===== src/source/board_params.svh =====
`ifndef BOARD_PARAMS_SVH
`define BOARD_PARAMS_SVH

// board geometry
`define BOARD_SPOTS 32
`define FINAL_SPOT 31

// four players take turns
`define PLAYERS 4

// field widths
`define SPOT_W 5
`define DIE_W 3
`define STEP_W 4
`define SCORE_W 13

// points per pip on bonus and penalty spots
`define BONUS_UNIT 20

`endif


===== src/source/board_pkg.sv =====
`default_nettype none

`include "board_params.svh"

package board_pkg;

	typedef logic [`SPOT_W-1:0] spot_t;
	typedef logic [`DIE_W-1:0] die_t;
	typedef logic [`STEP_W-1:0] step_t;
	typedef logic [`SCORE_W-1:0] score_t;
	typedef logic [$clog2(`PLAYERS)-1:0] player_t;

	// one bit per spot, set once collected
	typedef logic [`BOARD_SPOTS-1:0] progress_t;

	typedef enum logic [2:0] {
		KIND_NONE,
		KIND_PENALTY,
		KIND_BONUS,
		KIND_FIXED,
		KIND_COLLECT
	} spot_kind_e;

	typedef enum logic [1:0] {
		SEQ_READY,
		SEQ_BUSY,
		SEQ_GAME_OVER
	} seq_state_e;

endpackage

`default_nettype wire


===== src/source/turn_if.sv =====
`default_nettype none

// dice result into the mover
interface roll_if;
	import board_pkg::*;
	logic valid;
	player_t player;
	step_t steps;
	die_t high_die;
	logic doubles;
	modport source (output valid, player, steps, high_die, doubles);
	modport sink (input valid, player, steps, high_die, doubles);
endinterface

// stop spot into scoring, progress_complete runs back to the mover
interface move_if;
	import board_pkg::*;
	logic valid;
	player_t player;
	spot_t spot;
	die_t high_die;
	logic doubles;
	logic finished;
	logic progress_complete;
	modport source (output valid, player, spot, high_die, doubles, finished,
		input progress_complete);
	modport sink (input valid, player, spot, high_die, doubles, finished,
		output progress_complete);
endinterface

// scored turn into the sequencer
interface score_if;
	import board_pkg::*;
	logic valid;
	player_t player;
	logic doubles;
	logic finished;
	score_t score;
	modport source (output valid, player, doubles, finished, score);
	modport sink (input valid, player, doubles, finished, score);
endinterface

`default_nettype wire


===== src/source/dice_latch.sv =====
`default_nettype none

module dice_latch (
	input logic clk,
	input logic reset,
	input logic roll,
	input board_pkg::die_t die_a,
	input board_pkg::die_t die_b,
	input logic ready,
	input board_pkg::player_t player,
	roll_if.source roll_out
);
	import board_pkg::*;

	logic accept;
	die_t larger_die;

	// a roll only counts while the sequencer waits for one
	assign accept = roll && ready;
	assign larger_die = (die_a > die_b) ? die_a : die_b;

	always_ff @(posedge clk) begin
		if (!reset) begin
			roll_out.valid <= 1'b0;
		end else begin
			roll_out.valid <= accept;
		end
	end

	// turn data, held until the next accepted roll
	always_ff @(posedge clk) begin
		if (accept) begin
			roll_out.player <= player;
			roll_out.steps <= step_t'(die_a) + step_t'(die_b);
			roll_out.high_die <= larger_die;
			roll_out.doubles <= (die_a == die_b);
		end
	end

endmodule

`default_nettype wire


===== src/source/token_mover.sv =====
`default_nettype none

`include "board_params.svh"

module token_mover (
	input logic clk,
	input logic reset,
	roll_if.sink roll_in,
	move_if.source move_out
);
	import board_pkg::*;

	spot_t spots [`PLAYERS];
	player_t cur_player;
	step_t remaining;
	die_t high_die;
	logic doubles;
	logic moving;
	spot_t next_spot;
	logic at_finish;

	// wraps from the last spot back to 0
	assign next_spot = spots[cur_player] + spot_t'(1);

	// finish only counts once every collect spot is taken
	assign at_finish = (next_spot == spot_t'(`FINAL_SPOT)) && move_out.progress_complete;

	assign move_out.player = cur_player;
	assign move_out.high_die = high_die;
	assign move_out.doubles = doubles;

	always_ff @(posedge clk) begin
		if (!reset) begin
			for (int i = 0; i < `PLAYERS; i++) begin
				spots[i] <= '0;
			end
			moving <= 1'b0;
			remaining <= '0;
			move_out.valid <= 1'b0;
			move_out.spot <= '0;
			move_out.finished <= 1'b0;
		end else begin
			move_out.valid <= 1'b0;
			if (roll_in.valid) begin
				moving <= 1'b1;
				remaining <= roll_in.steps;
			end else if (moving) begin
				// one spot per cycle
				spots[cur_player] <= next_spot;
				remaining <= remaining - step_t'(1);
				if (remaining == step_t'(1) || at_finish) begin
					moving <= 1'b0;
					move_out.valid <= 1'b1;
					move_out.spot <= next_spot;
					move_out.finished <= at_finish;
				end
			end
		end
	end

	always_ff @(posedge clk) begin
		if (roll_in.valid) begin
			cur_player <= roll_in.player;
			high_die <= roll_in.high_die;
			doubles <= roll_in.doubles;
		end
	end

endmodule

`default_nettype wire


===== src/source/score_unit.sv =====
`default_nettype none

`include "board_params.svh"

module score_unit (
	input logic clk,
	input logic reset,
	move_if.sink move_in,
	score_if.source score_out
);
	import board_pkg::*;

	score_t scores [`PLAYERS];
	progress_t progress [`PLAYERS];
	progress_t collect_mask;
	spot_kind_e kind;
	score_t points;
	score_t unit_pts;
	score_t cur_score;
	score_t new_score;
	logic collected;
	logic take;

	function automatic spot_kind_e spot_kind(input spot_t s);
		case (s)
			0, 8: return KIND_NONE;
			2, 30: return KIND_PENALTY;
			4, 12, 20, 28: return KIND_BONUS;
			16, 24: return KIND_FIXED;
			default: return KIND_COLLECT;
		endcase
	endfunction

	// base value of collect and fixed spots
	function automatic score_t spot_points(input spot_t s);
		case (s)
			1: return score_t'(5);
			3, 5: return score_t'(15);
			6, 21, 25: return score_t'(10);
			7, 9: return score_t'(20);
			10, 11, 26: return score_t'(30);
			13, 14, 17, 18, 19: return score_t'(40);
			15: return score_t'(50);
			16: return score_t'(150);
			22, 23, 27: return score_t'(60);
			24: return score_t'(300);
			29, 31: return score_t'(80);
			default: return '0;
		endcase
	endfunction

	always_comb begin
		for (int i = 0; i < `BOARD_SPOTS; i++) begin
			collect_mask[i] = (spot_kind(spot_t'(i)) == KIND_COLLECT);
		end
	end

	// fixed spots do not count toward completion
	assign move_in.progress_complete = &(progress[move_in.player] | ~collect_mask);

	assign kind = spot_kind(move_in.spot);
	assign points = spot_points(move_in.spot);
	assign cur_score = scores[move_in.player];
	assign collected = progress[move_in.player][move_in.spot];
	assign unit_pts = score_t'(`BONUS_UNIT) * score_t'(move_in.high_die);

	always_comb begin
		new_score = cur_score;
		take = 1'b0;
		if (!move_in.finished) begin
			case (kind)
				KIND_PENALTY: new_score = (cur_score > unit_pts) ? cur_score - unit_pts : '0;
				KIND_BONUS: new_score = cur_score + unit_pts;
				KIND_FIXED: begin
					if (!collected) begin
						new_score = cur_score + points;
						take = 1'b1;
					end
				end
				KIND_COLLECT: begin
					if (!collected) begin
						new_score = cur_score + points * score_t'(move_in.high_die);
						take = 1'b1;
					end
				end
				default: new_score = cur_score;
			endcase
		end
	end

	always_ff @(posedge clk) begin
		if (!reset) begin
			for (int i = 0; i < `PLAYERS; i++) begin
				scores[i] <= '0;
				progress[i] <= '0;
			end
			score_out.valid <= 1'b0;
			score_out.score <= '0;
		end else begin
			score_out.valid <= move_in.valid;
			if (move_in.valid) begin
				scores[move_in.player] <= new_score;
				score_out.score <= new_score;
				if (take) begin
					progress[move_in.player][move_in.spot] <= 1'b1;
				end
			end
		end
	end

	// turn data forwarded with the new score
	always_ff @(posedge clk) begin
		if (move_in.valid) begin
			score_out.player <= move_in.player;
			score_out.doubles <= move_in.doubles;
			score_out.finished <= move_in.finished;
		end
	end

endmodule

`default_nettype wire


===== src/source/turn_sequencer.sv =====
`default_nettype none

`include "board_params.svh"

module turn_sequencer (
	input logic clk,
	input logic reset,
	input logic roll,
	score_if.sink score_in,
	output logic ready,
	output board_pkg::player_t player,
	output logic [`PLAYERS-1:0] finished_mask,
	output logic game_over
);
	import board_pkg::*;

	seq_state_e state;
	logic [`PLAYERS-1:0] done_mask;
	player_t next_player;

	// mask including the turn being scored
	always_comb begin
		done_mask = finished_mask;
		if (score_in.finished) begin
			done_mask[score_in.player] = 1'b1;
		end
	end

	// next unfinished player in order, doubles keep the turn
	always_comb begin
		player_t cand;
		logic found;
		next_player = score_in.player;
		found = 1'b0;
		for (int k = 1; k <= `PLAYERS; k++) begin
			cand = player_t'((int'(score_in.player) + k) % `PLAYERS);
			if (!found && !done_mask[cand]) begin
				next_player = cand;
				found = 1'b1;
			end
		end
		if (score_in.doubles && !done_mask[score_in.player]) begin
			next_player = score_in.player;
		end
	end

	always_ff @(posedge clk) begin
		if (!reset) begin
			state <= SEQ_READY;
			player <= '0;
			finished_mask <= '0;
		end else begin
			case (state)
				SEQ_READY: begin
					// same condition the dice latch accepts on
					if (roll) begin
						state <= SEQ_BUSY;
					end
				end
				SEQ_BUSY: begin
					if (score_in.valid) begin
						finished_mask <= done_mask;
						if (&done_mask) begin
							state <= SEQ_GAME_OVER;
						end else begin
							state <= SEQ_READY;
							player <= next_player;
						end
					end
				end
				SEQ_GAME_OVER: state <= SEQ_GAME_OVER;
				default: state <= SEQ_READY;
			endcase
		end
	end

	assign ready = (state == SEQ_READY);
	assign game_over = (state == SEQ_GAME_OVER);

endmodule

`default_nettype wire


===== src/source/board_game_top.sv =====
`default_nettype none

`include "board_params.svh"

module board_game_top (
	input logic clk,
	input logic reset,
	input logic roll,
	input board_pkg::die_t die_a,
	input board_pkg::die_t die_b,
	output logic ready,
	output board_pkg::player_t player,
	output board_pkg::spot_t spot,
	output board_pkg::score_t score,
	output logic score_valid,
	output logic [`PLAYERS-1:0] finished_mask,
	output logic game_over
);

	roll_if roll_bus ();
	move_if move_bus ();
	score_if score_bus ();

	dice_latch u_dice (
		.clk (clk),
		.reset (reset),
		.roll (roll),
		.die_a (die_a),
		.die_b (die_b),
		.ready (ready),
		.player (player),
		.roll_out (roll_bus)
	);

	token_mover u_mover (
		.clk (clk),
		.reset (reset),
		.roll_in (roll_bus),
		.move_out (move_bus)
	);

	score_unit u_score (
		.clk (clk),
		.reset (reset),
		.move_in (move_bus),
		.score_out (score_bus)
	);

	turn_sequencer u_seq (
		.clk (clk),
		.reset (reset),
		.roll (roll),
		.score_in (score_bus),
		.ready (ready),
		.player (player),
		.finished_mask (finished_mask),
		.game_over (game_over)
	);

	// results of the turn that just completed
	assign spot = move_bus.spot;
	assign score = score_bus.score;
	assign score_valid = score_bus.valid;

endmodule

`default_nettype wire


===== config.mk =====
export PLATFORM = sky130hd
export DESIGN_NAME = board_game_top
export DESIGN_NICKNAME = d
export VERILOG_FILES = /design/src/source/board_pkg.sv /design/src/source/turn_if.sv /design/src/source/dice_latch.sv /design/src/source/token_mover.sv /design/src/source/score_unit.sv /design/src/source/turn_sequencer.sv /design/src/source/board_game_top.sv
export VERILOG_INCLUDE_DIRS = /design/src /design/src/source
export SDC_FILE = /design/constraint.sdc
export NUM_CORES = 1
export LEC_CHECK = 0
export ABC_CLOCK_PERIOD_IN_PS = 12590
export BUFFER_PORTS_ARGS = -buffer_cell sky130_fd_sc_hd__buf_2
export CAP_MARGIN = 20
export CORE_ASPECT_RATIO = 1.1
export CORE_MARGIN = 2
export CORE_UTILIZATION = 66
export DETAILED_ROUTE_END_ITERATION = 6
export PLACE_DENSITY = 0.93
export SLEW_MARGIN = 20
export SYNTH_ARGS = -nofsm -noshare
export SYNTH_HDL_FRONTEND = slang
export SYNTH_HIERARCHICAL = 1
export SYNTH_SLANG_ARGS = --single-unit

===== constraint.sdc =====
create_clock -name clk -period 12.59 [get_ports clk]
set_input_delay 1.8885 -clock clk [delete_from_list [all_inputs] [get_ports clk]]
set_output_delay 1.8885 -clock clk [all_outputs]
set_load 0.05 [all_outputs]

# Yosys cells after proc, flatten, opt, wreduce, memory -nomap -nowiden
# Memories as Yosys holds them, arrays and structs flattened. A register that Yosys moved wholly into a read port is not among the register bits.
# Index checks and enable logic that the tools add are counted.
[classes]
addsub = 11
mul = 2
n_lt_le_gt_ge = 10
n_eq_ne = 11
mux = 72
bitwise = 5
n_reduce_logical = 28
[ops]
columns = ["operator", "count"]
rows = [
  ["$mux 32", 3],
  ["$mux 13", 5],
  ["$pmux 13 s4", 1],
  ["$reduce_or 32->1", 1],
  ["$mux 1", 31],
  ["$mux 2", 14],
  ["$add 13x13->13", 2],
  ["$mux 5", 5],
  ["$reduce_and 22->1", 1],
  ["$lt 2x3->1 const B", 5],
  ["$add 13x8->13", 1],
  ["$gt 13x8->1", 1],
  ["$mul 13x3->13", 1],
  ["$reduce_or 13->1", 1],
  ["$sub 13x8->13", 1],
  ["$mux 4", 3],
  ["$bmux 1 s2", 5],
  ["$logic_and 1x1->1", 8],
  ["$eq 3x2->1 const B", 2],
  ["$logic_not 1->1", 6],
  ["$lt 5x6->1 const B", 1],
  ["$mul 3x3->6 const A", 1],
  ["$pmux 2 s3", 1],
  ["$reduce_and 3->1", 2],
  ["30 further kinds", 37],
]
[word_totals]
regBits = 55
mem_bits_rw = 200
mem_bits_ro = 384
input_bits = 9
output_inout_bits = 27
n_memories = 5
[mem_list]
columns = ["memory", "depth", "width", "rd", "rd_ports_with_merged_regs", "write_ports", "line_no", "text"]
rows = [
  ["(name not given)", 32, 9, 1, 1, 0, "score_unit.sv:36", "case (s)"],
  ["u_score.progress", 4, 32, 1, 1, 4, "score_unit.sv:14", "progress_t progress [`PLAYERS];"],
  ["(name not given)", 32, 3, 1, 1, 0, "score_unit.sv:25", "case (s)"],
  ["u_score.scores", 4, 13, 1, 1, 4, "score_unit.sv:13", "score_t scores [`PLAYERS];"],
  ["u_mover.spots", 4, 5, 1, 1, 4, "token_mover.sv:13", "spot_t spots [`PLAYERS];"],
]

# Logic depth before layout (Yosys ltp)
# Gate-level depths: netlist (run 1).
[logic_depth]
depth_word = 18
ltp_mapped = 24
mapped_depth_nobuf = 22

# Cells and area by module
# The synthesis (run 1) kept the hierarchy.
[by_module_without_submodules]
columns = ["mod", "n_inst", "cells_each", "area_each_um2", "seq_area_each_um2"]
rows = [
  ["score_unit", 1, 1305, 13068.8, 5805.6],
  ["token_mover", 1, 148, 1798.0, 1061.0],
  ["turn_sequencer", 1, 73, 679.4, 160.2],
  ["dice_latch", 1, 51, 619.3, 320.3],
]

# Worst setup path before layout (run 1)
# OpenSTA, ideal clock, no wires.
[synth_path]
path_type = "register to register"
from = "register u_mover.move_out.spot[0]"
to = "memory u_score/scores[0][10] in the netlist's numbering (data pin)"
setup_time_ps = 267
t_arrival_ps = 5394
required_ps = 12323
path_slack_ps = 6929
path_stages_with_launch = 23
n_path_buf = 1
period_less_slack_ps = 5661
cell_sequence = "dfxtp_1 > clkinv_1 > ha_1 > buf_2 > mux2i_1 > nor2_1 > a31oi_1 > a21oi_1 > and2_1 > fa_1 > inv_1 > fa_1 > inv_1 > ha_1 > o21ai_0 > o21ai_0 > a2111oi_0 > nor3_1 > a31oi_1 > xor2_1 > o22ai_1 > a221oi_2 > nor2_1"
[synth_lines]
columns = ["item", "line_no", "text"]
rows = [
  ["from (decl)", "turn_if.sv:25", "modport source (output valid, player, spot, high_die, doubles, finished,"],
  ["from (signal assigned)", "token_mover.sv:54", "move_out.spot <= next_spot;"],
  ["to (decl)", "score_unit.sv:13", ""],
]

==> results of run 1 <==
layer usage:
layer | up-vias | global-route usage (%) | wire length (µm)
li1 | 5730 | - | -
met1 | 6225 | 40.98 | 15280
met2 | 965 | 52.89 | 20270
met3 | 181 | 6.075 | 4355
met4 | 0 | 14.21 | 1944
met5 | - | 0 | 0
worst paths after layout:
| kind | slack, ns | depth (start not counted) | start | endpoint |
|---|---|---|---|---|
| worst min-delay path | 0.42 | 0 | u_dice/roll_out.high_die[0] | u_mover/move_out.high_die[0] |
| worst max register to register | 5.83 | 21 | u_mover/move_out.spot[0] | u_score/scores[2][10] |
| worst max-delay path | 5.83 | 21 | u_mover/move_out.spot[0] | u_score/scores[2][10] |
| worst min register to register | 0.42 | 0 | u_dice/roll_out.high_die[0] | u_mover/move_out.high_die[0] |
through the flow:
step,setup slack [ns],hold WS [ns],utilization [%],instance area [µm²]
final,5.829,0.4246,70.46,17090
after global routing,5.445,0.4369,70.46,17090
after CTS,6.027,0.4291,70.46,17090
after detailed placement,6.092,0.4063,67.33,16330
after global placement,6.338,0.4075,67.33,16330
after floorplan,6.929,0.4003,-,16220
cells in the mapped netlist (all sizes together), types with 9 or more instances:
cell type	number
edfxtp	220
nor2	197
o21ai	123
inv	106
nand2	92
a21oi	89
clkbuf	60
mux2i	60
ha	59
nand3	56
buf	43
dfxtp	37
nor3	31
nor2b	29
and2	26
mux4	26
a211oi	21
a22oi	21
fa	21
nand4	18
a31oi	15
nand2b	14
o21a	14
and3	12
xnor2	12
mux2	10
or3	10
xor2	10
a21o	9
or2	9
state kept, by name (all words and copies together), names as in the netlist, 4 cells and up, named ones only:
register	cells
u_seq/finished_mask	4
u_score/progress	128
u_score/score_out.score	13
u_dice/roll_out.steps	4
u_mover/remaining	4
u_mover/spots	20
u_mover/move_out.spot	5
u_score/scores	52
power by group through the flow:
| stage | Sequential (W) | Combinational (W) | Clock, W |
|---|---|---|---|
| 3_3_place_gp | 0.000985 | 0.000167 | 0 |
| 6_report | 0.000970 | 0.000181 | 0.000699 |
| 4_1_cts | 0.000970 | 0.000176 | 0.000700 |
| 5_1_grt | 0.000973 | 0.000196 | 0.000734 |
| 2_1_floorplan | 0.000981 | 0.000136 | 0 |
| 3_5_place_dp | 0.000988 | 0.000174 | 0 |
kinds of logic (layout without fill, tap and decap cells):
kind of cell    after synthesis  after routing  synth area share (%)
simple gates                528            528                 16.13
compound gates              383            383                 16.04
flops                       257            257                 45.45
buf+inv                     210            198                 5.828
mux                          96             96                 8.081
fa+ha+maj                    80             80                 7.167
xor+xnor                     22             22                 1.285
other cells                   1             15               0.02320
cell type report:
cell class	count	area (µm²)
fillers	1615	7163
repair buffers	46	260.3
multi-input cells	1124	7929
clock buffers	32	691.9
clock inverters	13	67.56
flip-flops and latches	257	7347
well taps	310	387.9
inverters	107	401.6
placed cells by master (no fill, tap or decap), drive strengths merged, types with 9 or more instances in the layout:
cell / instances
ha: 59
a31oi: 15
mux2i: 60
dfxtp: 37
nand2b: 14
nor2: 197
clkinv: 13
nor3: 31
conb: 15
or2: 9
and3: 12
or3: 10
xnor2: 12
nand4: 18
o21ai: 123
edfxtp: 220
mux4: 26
nand3: 56
nor2b: 29
a21oi: 89
xor2: 10
inv: 106
clkbuf: 32
a211oi: 21
o21a: 14
a21o: 9
buf: 46
a22oi: 21
and2: 26
nand2: 92
mux2: 10
fa: 21
==> run metrics, run 1 <==
nets=between 1500 and 2000; worst skew pair latency=0.53 ns; CTS Root Cell=clkbuf_16; hpwl dp=28320 µm; Slew headroom=31.69%; Critical Path RT=12.83 ns; diode count=0; Critical Path AT=7.00 ns; Final Slew Violations=0; Primary FF master, synth=edfxtp_1; Core Area=~24000 µm²; worst-path maximum fanout=21; all-layer global routing usage=31.84%; failing checks=design-rule violations; gate count of the mapped netlist=~1600; CTS-repair resized insts=0; Fin Setup TNS=0 ns; period utilisation layout=53.70%; count of final setup violators=0; layout cell share with drive strength beyond 1=approximately 11%; endpoint type of the worst setup path=flop; DRC Markers=10; critical path type=reg -> reg; Iter 0 DRT Violations=2010; Switching Share=24.03%; Avg Inst Size Synth=between 10 and 15 µm²; number of detailed-route iterations in the first pass=7; PwrDens=between 100 and 150 nW/µm²; Psw=0.0004446 W; Yosys cell types=approximately 110; final hold vios=0; RSZ-0062 raised after global routing=false; total CTS buffers=25; first-pass GRT wire length=66060 µm; Post-synth EDFFs=between 200 and 250; Synth area leaders=edfxtp_1, dfxtp_1, ha_1; CTS Buffer Depth=3; synth-to-layout area growth=5.689%; maximum clock frequency=roughly 0.15 GHz; htree depth=1; Worst path slowest cell=dfxtp_1; clock power share=37.8%; antenna-violating nets left=0; post-DR vias/cell=6.935; chip width=approximately 150 µm; Yosys top cell area share=40.87%; Synth Register Bits=257; max cap viols=0; area of the die=25760 µm²; drt total wl=around 42000 µm; Vias=13100; Setup crit start kind=flop; vias in the first global route=12690; min Tclk post-route=6.761 ns; Initial Util=66.67%; Rows=60; CTS tree=built; CP max stage delay=between 0.9 and 1 ns; Syn. warnings=6; num ports=36; largest net degree at the start of global routing=100; CP top delay family=compound AO/OA/AOI/OAI gates; cts hold-fix bufs=0; post-synthesis async set-or-reset flop share=0%; P_int=approximately 0.0014 W; Syn Std Cell Area=16170 µm²; Peak VDD IR=about 110 µV; initial antenna violation count=0; Slew @ Worst Pin=1.021 ns; clk sink count=257; HP Class=reg -> reg; RePlAce Congestion=0.9854; leakage power=6.511 nW; Tot Pwr=~0.0019 W; combinational power share=under 10%; placed insts=1844; crit-path cells=clkinv_1 -> ha_1 -> mux2i_1 -> nor2_1 -> a31oi_1 -> a21oi_1 -> and2_1 -> fa_1 -> inv_1 -> fa_1 -> inv_1 -> ha_1 -> o21ai_0 -> o21ai_0 -> a2111oi_0 -> nor3_1 -> a31oi_1 -> xor2_1 -> o22ai_1 -> a221oi_2 -> nor2_1; status=finished with violations; clock slew at reported path FFs=0.06 ns; Flop pwr share=between 50% and 60%; Finished Layout Cells=1889; leading area contributor after synthesis=edfxtp_1; die height=approximately 170 µm; IO Port Bufs=35; Wirelength per Cell=between 20 and 25 µm; clock skew=0.02083 ns; sequential area share after synthesis=45.45%; WP buf/inv=3; GRT Residual Overflow=0; setup bufs post-CTS=0
No activity file was read; power rests on OpenSTA's default activity.
==> run 2, diff against run 1 <==
--- a/config.mk
+++ b/config.mk
@@ -6,14 +6,14 @@
 export SDC_FILE = /design/constraint.sdc
 export NUM_CORES = 1
 export LEC_CHECK = 0
-export ABC_CLOCK_PERIOD_IN_PS = 12590
+export ABC_CLOCK_PERIOD_IN_PS = 6000
 export BUFFER_PORTS_ARGS = -buffer_cell sky130_fd_sc_hd__buf_2
 export CAP_MARGIN = 20
 export CORE_ASPECT_RATIO = 1.1
 export CORE_MARGIN = 2
-export CORE_UTILIZATION = 66
+export CORE_UTILIZATION = 58
 export DETAILED_ROUTE_END_ITERATION = 6
-export PLACE_DENSITY = 0.93
+export PLACE_DENSITY = 0.88
 export SLEW_MARGIN = 20
 export SYNTH_ARGS = -nofsm -noshare
 export SYNTH_HDL_FRONTEND = slang
==> constraint.sdc (replaced) <==
create_clock -name clk -period 6 [get_ports clk]
set_input_delay 0.9 -clock clk [delete_from_list [all_inputs] [get_ports clk]]
set_output_delay 0.9 -clock clk [all_outputs]
set_load 0.05 [all_outputs]
==> run 2 against run 1 <==
Net effect:
- the flow now finishes without violations
- routed wire length hardly changed
- critical path depth is the same
- sequential share of layout area down 0.77 points
- sequential power grew 110%
- critical endpoint unchanged
- power up 120%
- final cell count grew 3.7%
- cell area rose by 1.8%
- largest cell class unchanged
- clock skew is 0.0016 ns higher
- via count down 1.2%
==> run metrics, run 2 (same netlist as run 1, synthesis figures left out) <==
status=finished clean; Slew headroom=34.77% (+3.1 points); RSZ-0062 raised after global routing=false; Peak VDD IR=177.0 µV (+60%); vias in the first global route=12530 (-1.3%); maximum clock frequency=0.1829 GHz (+24%); number of detailed-route iterations in the first pass=6 (-1); top flop regs=u_score/progress (128), u_score/scores (52), u_mover/spots (20); initial antenna violation count=0 (unchanged); hpwl dp=28830 µm (+1.8%); Final Slew Violations=0 (unchanged); IO Port Bufs=35 (unchanged); PwrDens=234.4 nW/µm² (+120%); Critical Path RT=6.26 ns (-6.57 ns); die height=179.1 µm (+6.5%); cts hold-fix bufs=0 (unchanged); CTS tree=built; Largest register FFs=128 (unchanged); worst skew pair latency=0.54 ns (about the same); DRC Markers=0 (-10); Iter 0 DRT Violations=1634 (-19%); diode count=0 (unchanged); clk sink count=257 (unchanged); Top Layer Used=met4; Vias=12950 (-1.2%); Core Area=27630 µm² (+14%); first-pass GRT wire length=66210 µm (+0.22%); Setup crit start kind=flop; drt total wl=41860 µm (about the same); Wirelength per Cell=21.38 µm (-3.5%); WHS=0.4204 ns (-0.004240 ns); CTS Buffer Depth=3 (unchanged); Metal-1 WL=15550 µm (+1.8%); final hold vios=0 (unchanged); all-layer global routing usage=28.64% (-3.2 points); nets=1665 (+0.91%); Rows=64 (+6.7%); worst-path maximum fanout=9 (-57%); largest net degree at the start of global routing=99 (-1.0%); clock skew=0.02239 ns (+0.001562 ns); critical path type=reg -> reg; count of final setup violators=0 (unchanged); HP Class=reg -> reg; num ports=36 (unchanged); WL met3=4196 µm (-3.7%); total CTS buffers=25 (unchanged); endpoint type of the worst setup path=flop; CTS Root Cell=clkbuf_16; leakage power=6.647 nW (+2.1%); GRT Residual Overflow=0 (unchanged); most frequent cells in the layout=edfxtp_1, nor2_1, inv_1, o21ai_0, nand2_1; Largest Register=u_score/progress; Initial Util=58.51% (-8.2 points); Finished Core Util=62.98% (-7.5 points); chip width=163.2 µm (+6.5%); Critical Path AT=5.73 ns (-1.27 ns); antenna-violating nets left=0 (unchanged); FF-to-FF setup slack=0.53 ns (-5.30 ns); clock slew at reported path FFs=0.07 ns (about the same); htree depth=1 (unchanged); synth-to-layout area growth=7.624%; post-DR vias/cell=6.611 (-4.7%); min Tclk post-route=5.467 ns (-1.294 ns); Slew @ Worst Pin=0.9784 ns (-0.04257 ns); Fin Setup TNS=0 ns (unchanged); max cap viols=0 (unchanged); layout cell share with drive strength beyond 1=12.73% (+1.3 points); most frequent standard cell in the layout excluding fill and tap cells=edfxtp_1; RePlAce Congestion=0.9862 (about the same); period utilisation layout=91.12% (+37 points); wire length on met2=19970 µm (-1.5%); area of the die=29220 µm² (+13%)
-- run 2: cell count changes in the layout (fill, tap and decap cells not counted), moves of 2 or more --
cell and change:
buf_4 +13, buf_12 +2, bufinv_16 +5, clkinv_1 -3, clkinv_4 -2, clkbuf_1 -3
clkinv_2 +5, clkbuf_8 -4
-- run 2: worst paths after layout --
| path | start | endpoint | cells past startpoint |
|---|---|---|---|
| min | u_mover/move_out.doubles | u_score/score_out.doubles | 0 |
| min reg2reg | u_mover/move_out.doubles | u_score/score_out.doubles | 0 |
| max | u_mover/move_out.spot[0] | u_score/scores[2][10] | 21 |
| max reg2reg | u_mover/move_out.spot[0] | u_score/scores[2][10] | 21 |
-- run 2: cell type report --
cell class	instances	area (µm²)
Fill cell	2039	10230
Multi-Input combinational cell	1124	7929
Sequential cell	257	7348
Clock buffer	25	625.6
Tap cell	363	454.2
Inverter	107	401.6
Timing Repair Buffer	61	397.9
Clock inverter	21	241.5
-- run 2: worst max-delay path, cell delays in order, from the launching register on --
cell and delay (ns):
dfxtp_2 0.46, clkinv_1 0.13, ha_1 0.36, mux2i_1 0.15, nor2_1 0.06, a31oi_1 0.17, a21oi_1 0.14, and2_1 0.20
fa_1 0.53, inv_1 0.05, fa_1 0.53, inv_1 0.04, ha_1 0.35, o21ai_0 0.16, o21ai_0 0.13, a2111oi_0 0.42
nor3_1 0.17, a31oi_1 0.34, xor2_1 0.18, o22ai_1 0.11, a221oi_2 0.42, nor2_1 0.09
-- run 2: what timing repair did --
| action | CTS | global route |
|---|---|---|
| setup buffers | 0 | 0 |
| setup endpoints to repair | 0 | 8 |
| gates resized for setup | 0 | 1 |
-- run 2: metrics by stage --
| stage | worst slack [ns] | power [W] | instance area (µm²) | instances |
|---|---|---|---|---|
| after floorplan | 0.3387 | 0.002344 | 16220 | 1591 |
| after global placement | 0.5023 | 0.002424 | 16530 | 1912 |
| after detailed placement | 0.4799 | 0.002442 | 16530 | 1912 |
| after CTS | 0.4588 | 0.004085 | 17400 | 1958 |
| after global routing | 0.07459 | 0.004199 | 17400 | 1958 |
| final | 0.5330 | 0.004078 | 17400 | 1958 |
-- run 2: per-layer routing --
layer | up-vias | track usage (%)
met5 | - | 0
met4 | 0 | 14.09
li1 | 5750 | -
met1 | 6197 | 36.78
met3 | 187 | 4.927
met2 | 811 | 47.12
-- run 2: where the power goes --
part           switching [W]  internal (W)  total (W)
Combinational       0.000241      0.000138   0.000380
Sequential         0.0000352       0.00200    0.00204
Clock               0.000681      0.000981    0.00166
Total               0.000958       0.00312    0.00408
